### src/hdl/rob_pkg.sv
package rob_pkg;

    localparam int TAG_W     = 4;
    localparam int REG_W     = 5;
    localparam int XLEN      = 32;
    localparam int REG_COUNT = 32;

    // tag 0 is reserved, so one slot fewer than tags
    localparam int ROB_SLOTS = 15;
    localparam int COUNT_W   = $clog2(ROB_SLOTS + 1);

    typedef logic [TAG_W-1:0]   tag_t;
    typedef logic [REG_W-1:0]   reg_name_t;
    typedef logic [XLEN-1:0]    data_t;
    typedef logic [XLEN-1:0]    addr_t;
    typedef logic [COUNT_W-1:0] count_t;

    localparam tag_t NO_TAG    = tag_t'(0);
    localparam tag_t FIRST_TAG = tag_t'(1);
    localparam tag_t LAST_TAG  = tag_t'(ROB_SLOTS);

    // what the head entry turns into when it leaves
    typedef enum logic [1:0] {
        RET_NONE,
        RET_REG,
        RET_STORE,
        RET_FLUSH
    } retire_kind_t;

    // head and tail walk 1..15 and skip the null tag
    function automatic tag_t next_tag(input tag_t tag);
        tag_t nxt;
        if (tag == LAST_TAG) begin
            nxt = FIRST_TAG;
        end else begin
            nxt = tag + tag_t'(1);
        end
        return nxt;
    endfunction

endpackage

### src/hdl/rob_alloc.sv
`timescale 1ns/1ps

module rob_alloc (
    input  logic          clk,
    input  logic          rst,
    input  logic          alloc_req,
    input  logic          retire_en,
    input  logic          flush,
    output logic          alloc_en,
    output rob_pkg::tag_t alloc_tag,
    output logic          full
);
    import rob_pkg::*;

    tag_t   tail;
    count_t count;

    assign full      = (count == count_t'(ROB_SLOTS));
    // no new tags while the buffer is being thrown away
    assign alloc_en  = alloc_req && !full && !flush;
    assign alloc_tag = tail;

    always_ff @(posedge clk) begin
        if (rst || flush) begin
            tail  <= FIRST_TAG;
            count <= '0;
        end else begin
            if (alloc_en) begin
                tail <= next_tag(tail);
            end
            case ({alloc_en, retire_en})
                2'b10:   count <= count + count_t'(1);
                2'b01:   count <= count - count_t'(1);
                default: count <= count;
            endcase
        end
    end

    // commit must not retire from an empty buffer
    a_no_underflow: assert property (
        @(posedge clk) disable iff (rst)
        retire_en |-> (count != '0)
    ) else $error("rob_alloc: retire with zero occupancy");

endmodule

### src/hdl/rob_entries.sv
`timescale 1ns/1ps

module rob_entries (
    input  logic               clk,
    input  logic               rst,
    input  logic               flush,
    // dispatch
    input  logic               alloc_en,
    input  rob_pkg::tag_t      alloc_tag,
    input  rob_pkg::reg_name_t alloc_rd,
    input  logic               is_store,
    input  logic               pred_taken,
    // writeback
    input  logic               ex_en,
    input  rob_pkg::tag_t      ex_tag,
    input  rob_pkg::data_t     ex_data,
    input  logic               ex_taken,
    input  rob_pkg::addr_t     ex_target,
    input  logic               retire_en,
    // head view for commit
    output logic               head_valid,
    output logic               head_ready,
    output logic               head_store,
    output logic               head_mispredict,
    output rob_pkg::reg_name_t head_rd,
    output rob_pkg::data_t     head_data,
    output rob_pkg::addr_t     head_target,
    output rob_pkg::tag_t      head_tag
);
    import rob_pkg::*;

    // index 0 belongs to the null tag and is never filled
    logic [ROB_SLOTS:0] occupied;
    logic [ROB_SLOTS:0] ready;
    logic [ROB_SLOTS:0] store;
    logic [ROB_SLOTS:0] predicted;
    logic [ROB_SLOTS:0] actual;
    reg_name_t          entry_rd     [ROB_SLOTS:0];
    data_t              entry_data   [ROB_SLOTS:0];
    addr_t              entry_target [ROB_SLOTS:0];

    tag_t head;

    assign head_tag    = head;
    assign head_valid  = occupied[head];
    assign head_ready  = occupied[head] && ready[head];
    assign head_store  = store[head];
    assign head_rd     = entry_rd[head];
    assign head_data   = entry_data[head];
    assign head_target = entry_target[head];

    // stores carry no branch outcome
    assign head_mispredict = head_ready && !store[head] && (predicted[head] != actual[head]);

    always_ff @(posedge clk) begin
        if (rst || flush) begin
            occupied <= '0;
            ready    <= '0;
            head     <= FIRST_TAG;
        end else begin
            if (retire_en) begin
                occupied[head] <= 1'b0;
                ready[head]    <= 1'b0;
                head           <= next_tag(head);
            end
            if (alloc_en) begin
                occupied[alloc_tag] <= 1'b1;
                ready[alloc_tag]    <= 1'b0;
            end
            if (ex_en) begin
                ready[ex_tag] <= 1'b1;
            end
        end
    end

    always_ff @(posedge clk) begin
        if (alloc_en) begin
            store[alloc_tag]     <= is_store;
            predicted[alloc_tag] <= pred_taken;
            entry_rd[alloc_tag]  <= alloc_rd;
        end
        if (ex_en) begin
            actual[ex_tag]       <= ex_taken;
            entry_data[ex_tag]   <= ex_data;
            entry_target[ex_tag] <= ex_target;
        end
    end

    // execute only reports on tags that dispatch handed out
    a_wb_occupied: assert property (
        @(posedge clk) disable iff (rst)
        ex_en |-> occupied[ex_tag]
    ) else $error("rob_entries: writeback to free tag %0d", ex_tag);

endmodule

### src/hdl/commit_unit.sv
`timescale 1ns/1ps

module commit_unit (
    input  logic               clk,
    input  logic               rst,
    input  logic               head_valid,
    input  logic               head_ready,
    input  logic               head_store,
    input  logic               head_mispredict,
    input  rob_pkg::reg_name_t head_rd,
    input  rob_pkg::data_t     head_data,
    input  rob_pkg::addr_t     head_target,
    input  rob_pkg::tag_t      head_tag,
    output logic               retire_en,
    // register file write
    output logic               rf_en,
    output rob_pkg::reg_name_t rf_rd,
    output rob_pkg::data_t     rf_data,
    output rob_pkg::tag_t      rf_tag,
    // store release
    output logic               store_en,
    output rob_pkg::tag_t      store_tag,
    // redirect
    output logic               flush,
    output rob_pkg::addr_t     redirect_pc
);
    import rob_pkg::*;

    retire_kind_t kind;

    // hold off while the previous flush is still in flight
    assign retire_en = head_valid && head_ready && !flush;

    always_comb begin
        if (!retire_en) begin
            kind = RET_NONE;
        end else if (head_store) begin
            kind = RET_STORE;
        end else if (head_mispredict) begin
            kind = RET_FLUSH;
        end else begin
            kind = RET_REG;
        end
    end

    always_ff @(posedge clk) begin
        if (rst) begin
            rf_en    <= 1'b0;
            store_en <= 1'b0;
            flush    <= 1'b0;
        end else begin
            // a mispredicted branch still writes its link register
            rf_en    <= (kind == RET_REG) || (kind == RET_FLUSH);
            store_en <= (kind == RET_STORE);
            flush    <= (kind == RET_FLUSH);
        end
    end

    always_ff @(posedge clk) begin
        if ((kind == RET_REG) || (kind == RET_FLUSH)) begin
            rf_rd   <= head_rd;
            rf_data <= head_data;
            rf_tag  <= head_tag;
        end
        if (kind == RET_STORE) begin
            store_tag <= head_tag;
        end
        if (kind == RET_FLUSH) begin
            redirect_pc <= head_target;
        end
    end

endmodule

### src/hdl/rename_table.sv
`timescale 1ns/1ps

module rename_table (
    input  logic               clk,
    input  logic               rst,
    input  logic               flush,
    // new mapping from dispatch
    input  logic               alloc_en,
    input  rob_pkg::reg_name_t alloc_rd,
    input  rob_pkg::tag_t      alloc_tag,
    // retire from commit
    input  logic               rf_en,
    input  rob_pkg::reg_name_t rf_rd,
    input  rob_pkg::tag_t      rf_tag,
    // source lookups
    input  rob_pkg::reg_name_t rs1,
    input  rob_pkg::reg_name_t rs2,
    output logic               rs1_busy,
    output rob_pkg::tag_t      rs1_tag,
    output logic               rs2_busy,
    output rob_pkg::tag_t      rs2_tag
);
    import rob_pkg::*;

    logic [REG_COUNT-1:0] busy;
    tag_t                 map_tag [REG_COUNT-1:0];

    logic map_write;
    logic map_release;

    // x0 is hardwired and never renamed
    assign map_write   = alloc_en && (alloc_rd != '0);
    // only the newest producer may free the mapping
    assign map_release = rf_en && busy[rf_rd] && (map_tag[rf_rd] == rf_tag);

    always_ff @(posedge clk) begin
        if (rst || flush) begin
            busy <= '0;
        end else begin
            if (map_release) begin
                busy[rf_rd] <= 1'b0;
            end
            // later write wins when both hit the same register
            if (map_write) begin
                busy[alloc_rd] <= 1'b1;
            end
        end
    end

    always_ff @(posedge clk) begin
        if (map_write) begin
            map_tag[alloc_rd] <= alloc_tag;
        end
    end

    assign rs1_busy = busy[rs1];
    assign rs1_tag  = busy[rs1] ? map_tag[rs1] : NO_TAG;
    assign rs2_busy = busy[rs2];
    assign rs2_tag  = busy[rs2] ? map_tag[rs2] : NO_TAG;

endmodule

### src/hdl/rob_top.sv
`timescale 1ns/1ps

module rob_top (
    input  logic               clk,
    input  logic               rst,
    // dispatch
    input  logic               alloc_req,
    input  rob_pkg::reg_name_t alloc_rd,
    input  logic               is_store,
    input  logic               pred_taken,
    output logic               alloc_en,
    output rob_pkg::tag_t      alloc_tag,
    output logic               full,
    // operand lookups
    input  rob_pkg::reg_name_t rs1,
    input  rob_pkg::reg_name_t rs2,
    output logic               rs1_busy,
    output rob_pkg::tag_t      rs1_tag,
    output logic               rs2_busy,
    output rob_pkg::tag_t      rs2_tag,
    // execute results
    input  logic               ex_en,
    input  rob_pkg::tag_t      ex_tag,
    input  rob_pkg::data_t     ex_data,
    input  logic               ex_taken,
    input  rob_pkg::addr_t     ex_target,
    // retire
    output logic               rf_en,
    output rob_pkg::reg_name_t rf_rd,
    output rob_pkg::data_t     rf_data,
    output rob_pkg::tag_t      rf_tag,
    output logic               store_en,
    output rob_pkg::tag_t      store_tag,
    output logic               flush,
    output rob_pkg::addr_t     redirect_pc
);
    import rob_pkg::*;

    logic      retire_en;
    logic      head_valid;
    logic      head_ready;
    logic      head_store;
    logic      head_mispredict;
    reg_name_t head_rd;
    data_t     head_data;
    addr_t     head_target;
    tag_t      head_tag;

    // all port names line up with the nets above
    rob_alloc    i_alloc   (.*);
    rob_entries  i_entries (.*);
    commit_unit  i_commit  (.*);
    rename_table i_rename  (.*);

endmodule

### config.mk
export PLATFORM = sky130hd
export DESIGN_NAME = rob_top
export DESIGN_NICKNAME = d
export VERILOG_FILES = /design/src/hdl/rob_pkg.sv /design/src/hdl/rob_alloc.sv /design/src/hdl/rob_entries.sv /design/src/hdl/commit_unit.sv /design/src/hdl/rename_table.sv /design/src/hdl/rob_top.sv
export SDC_FILE = /design/constraint.sdc
export NUM_CORES = 2
export LEC_CHECK = 0
export BUFFER_PORTS_ARGS = -buffer_cell sky130_fd_sc_hd__buf_2
export CAP_MARGIN = 20
export CELL_PAD_IN_SITES_DETAIL_PLACEMENT = 2
export CELL_PAD_IN_SITES_GLOBAL_PLACEMENT = 2
export CORE_MARGIN = 4
export CORE_UTILIZATION = 39
export DETAILED_ROUTE_END_ITERATION = 6
export PLACE_DENSITY = 0.64
export SYNTH_ARGS = -nofsm -noshare
export SYNTH_HDL_FRONTEND = slang
export SYNTH_HIERARCHICAL = 1
export SYNTH_SLANG_ARGS = --single-unit
### constraint.sdc
create_clock -name clk -period 13.9 [get_ports clk]
set_clock_uncertainty 0.15 [all_clocks]
set_input_delay 2.78 -clock clk [delete_from_list [all_inputs] [get_ports clk]]
set_output_delay 2.78 -clock clk [all_outputs]
set_load 0.03 [all_outputs]
==> metrics.cfg <==
[logic_synthesis]
yosysSeqAreaShare=0.738
netlist_top_cells_count=edfxtp_1 (1357), mux4_2 (463), nor2_1 (124)
synth_cell_types=68
yosysMostFrequentCell=edfxtp_1
synth.avg_cell_area_um2=21.8
ys_ff_latch=1440
async_flop_share=0
synth_fa_ha_area_frac=0.00209
synth_cells=2634
synth_edf_count=1357
muxShareOfSynthArea=0.199
synthSimpleGateAreaFrac=0.0276
synthFlopType=edfxtp_1
synth_top_family_by_area=multiplexers
ys_top_cells_by_area=edfxtp_1 (71%), mux4_2 (18%), dfxtp_1 (2.9%)
synth_compound_area_frac=0.0178
synth_top_area_share=0.709
synthXorXnorAreaFrac=0.00122
ys.warnings.count=6
syn-cell-area_um2=57500
synth.largest_area_cell=edfxtp_1

[setup_path]
r2r-end=i_rename/busy[2]
r2r-start=i_commit/rf_rd[1]
cp-end-kind=primary output
regToRegSetupSlack_ns=8.77
crit_type=input port to primary output
cp.arrival_ns=5.52
rr_worst_depth=9
crit_required_ns=10.97
crit_end=rs2_tag[1]
cp-start-kind=input port
crit_path_max_fanout=40
setup.worst_path.start=rs2[0]

[route]
routedWlPerCell_um=34.6
drtIter0Drc=2448
antenna_left=0
drc_errors=0
dr.pass1.iters=7
vias=29007
drt_wl_total_um=171000
via_per_inst=5.86

[clock_tree]
htreeDepth=4
cts_resized=0
clk_pin_slew_worst_paths_ns=0.06
insertion_delay_ns=0.80
cts_tree=built
ctsHoldBuffers=0
cts.sinks=1440
clockRootBuffer=clkbuf_16
numCtsBuffers=155
post_cts_buffers=0
cts.path.max_buffers=3

[timing]
hold_viol=0
period_needed_ns=8.45
rsz0062_at_grt=false
drv_slew=0
worst_pin_slew_ns=1.22
setup_tns_ns=0
min_period_over_period=0.608
setup_viol=0
relSlewSlack=0.187
max_freq_ghz=0.118

[floorplan]
coreArea_um2=146000
start_util=0.393
die_h_um=392
die_area_um2=154000
die_w_um=392
rows=140
io_pins=186

[placement]
place_congestion=0.855
placed_area_um2=60700
numPortBuffers=185
dpl.hpwl_um=99500

[global_routing]
grt_pass1_vias=32314
grt_antenna_before_repair=28
grt_max_degree=160
grt_overflow=0
grt_first_pass_wirelength_um=248000
grt_use_total=0.225

[layout]
fin_util=0.449
fin_area_um2=65600
n_fill_cell=13232
drive_above_1_share=0.327
syn_to_final_growth_pct=14.2
layout.nets=2995

[power_and_ir_drop]
p_leak_nw=21.0
powerDensity_nw_per_um2=139
total_power_mw=9.14
ir_worst_vdd_v=0.000108

[job]
maxCapViolCount=0

[status]
status=completed

[worst_hold_path]
hold_path_class=flip-flop to flip-flop

[worst min path at each step]
stage | from | to | slack [ns] | cells past startpoint
6_report | i_entries/occupied[14] | i_entries/occupied[14] | 0.32 | 2
5_1_grt | i_entries/occupied[5] | i_entries/occupied[5] | 0.33 | 2
4_1_cts | i_entries/occupied[0] | i_entries/occupied[0] | 0.32 | 2
3_5_place_dp | i_entries/occupied[10] | i_entries/occupied[10] | 0.31 | 2
3_3_place_gp | i_entries/occupied[6] | i_entries/occupied[6] | 0.29 | 2
2_1_floorplan | i_entries/head_tag[3] | i_commit/rf_tag[3] | 0.27 | 0
[flip-flops by register name, summed over array words and instances (netlist names), 5 cells and up, named ones only]
name                    cells
i_commit/redirect_pc       32
i_entries/occupied         16
i_entries/entry_data      512
i_entries/ready            16
i_rename/map_tag          128
i_entries/entry_rd         80
i_rename/busy              32
i_entries/actual           16
i_entries/predicted        16
i_entries/entry_target    512
i_entries/store            16
i_commit/rf_rd              5
i_commit/rf_data           32
[report_power, final]
| part | total (mW) | switching, mW | internal (mW) |
|---|---|---|---|
| combinational | 0.252 | 0.168 | 0.0843 |
| sequential | 4.85 | 0.0285 | 4.82 |
| clock | 4.04 | 1.75 | 2.28 |
| total | 9.14 | 1.95 | 7.19 |
[cell families after synthesis]
group	count (synthesis)
fa+ha+maj	9
buf+inv	173
other cells	1
compound gates	159
xor+xnor	8
flops	1440
mux	551
simple gates	293
[area by class of cell]
type	count	area (µm²)	share of cell area
multi-input cells	1024	14400	0.219
clock buffers	206	4160	0.0634
clock inverters	79	717	0.0109
flip-flops and latches	1440	42400	0.646
repair buffers	246	1410	0.0215
well taps	1917	2400	0.0365
inverters	29	109	0.00166
diodes	8	20.0	0.000305
[worst max-delay path, cell delays in order]
cell     delay [ns]
buf_2          0.08
buf_4          0.62
mux4_2         0.64
mux4_2         0.51
mux2i_1        0.52
nor2_1         0.12
buf_2          0.20
[routing by layer]
metal  track usage  vias up  wire length (µm)
li1              -    11711                 -
met1         0.294    15987             69300
met3        0.0398      266              9120
met4        0.0598       14              3950
met2         0.390     1029             88700
met5             0        -                92
[layout by cell type, fill, tap and decap left out, types with 35 or more instances in the layout]
| cell type | netlist | layout |
|---|---|---|
| edfxtp_1 | 1357 | 1357 |
| mux4_2 | 463 | 463 |
| buf_2 | 41 | 185 |
| clkbuf_16 | 0 | 158 |
| nor2_1 | 124 | 111 |
| mux2i_1 | 79 | 79 |
| dfxtp_1 | 83 | 78 |
| buf_4 | 8 | 59 |
| clkbuf_1 | 75 | 45 |
| nand3_1 | 38 | 38 |
| nand2_1 | 35 | 35 |
[stage by stage]
step / setup slack [ns] / cells / hold WS [ns]
2_1_floorplan: 5.42 / 2637 / 0.274
3_3_place_gp: 5.57 / 4656 / 0.288
3_5_place_dp: 5.48 / 4656 / 0.307
4_1_cts: 5.46 / 4941 / 0.318
5_1_grt: 5.30 / 4944 / 0.334
6_report: 5.45 / 4949 / 0.321
Note: power is estimated with default switching activity, not from simulation.
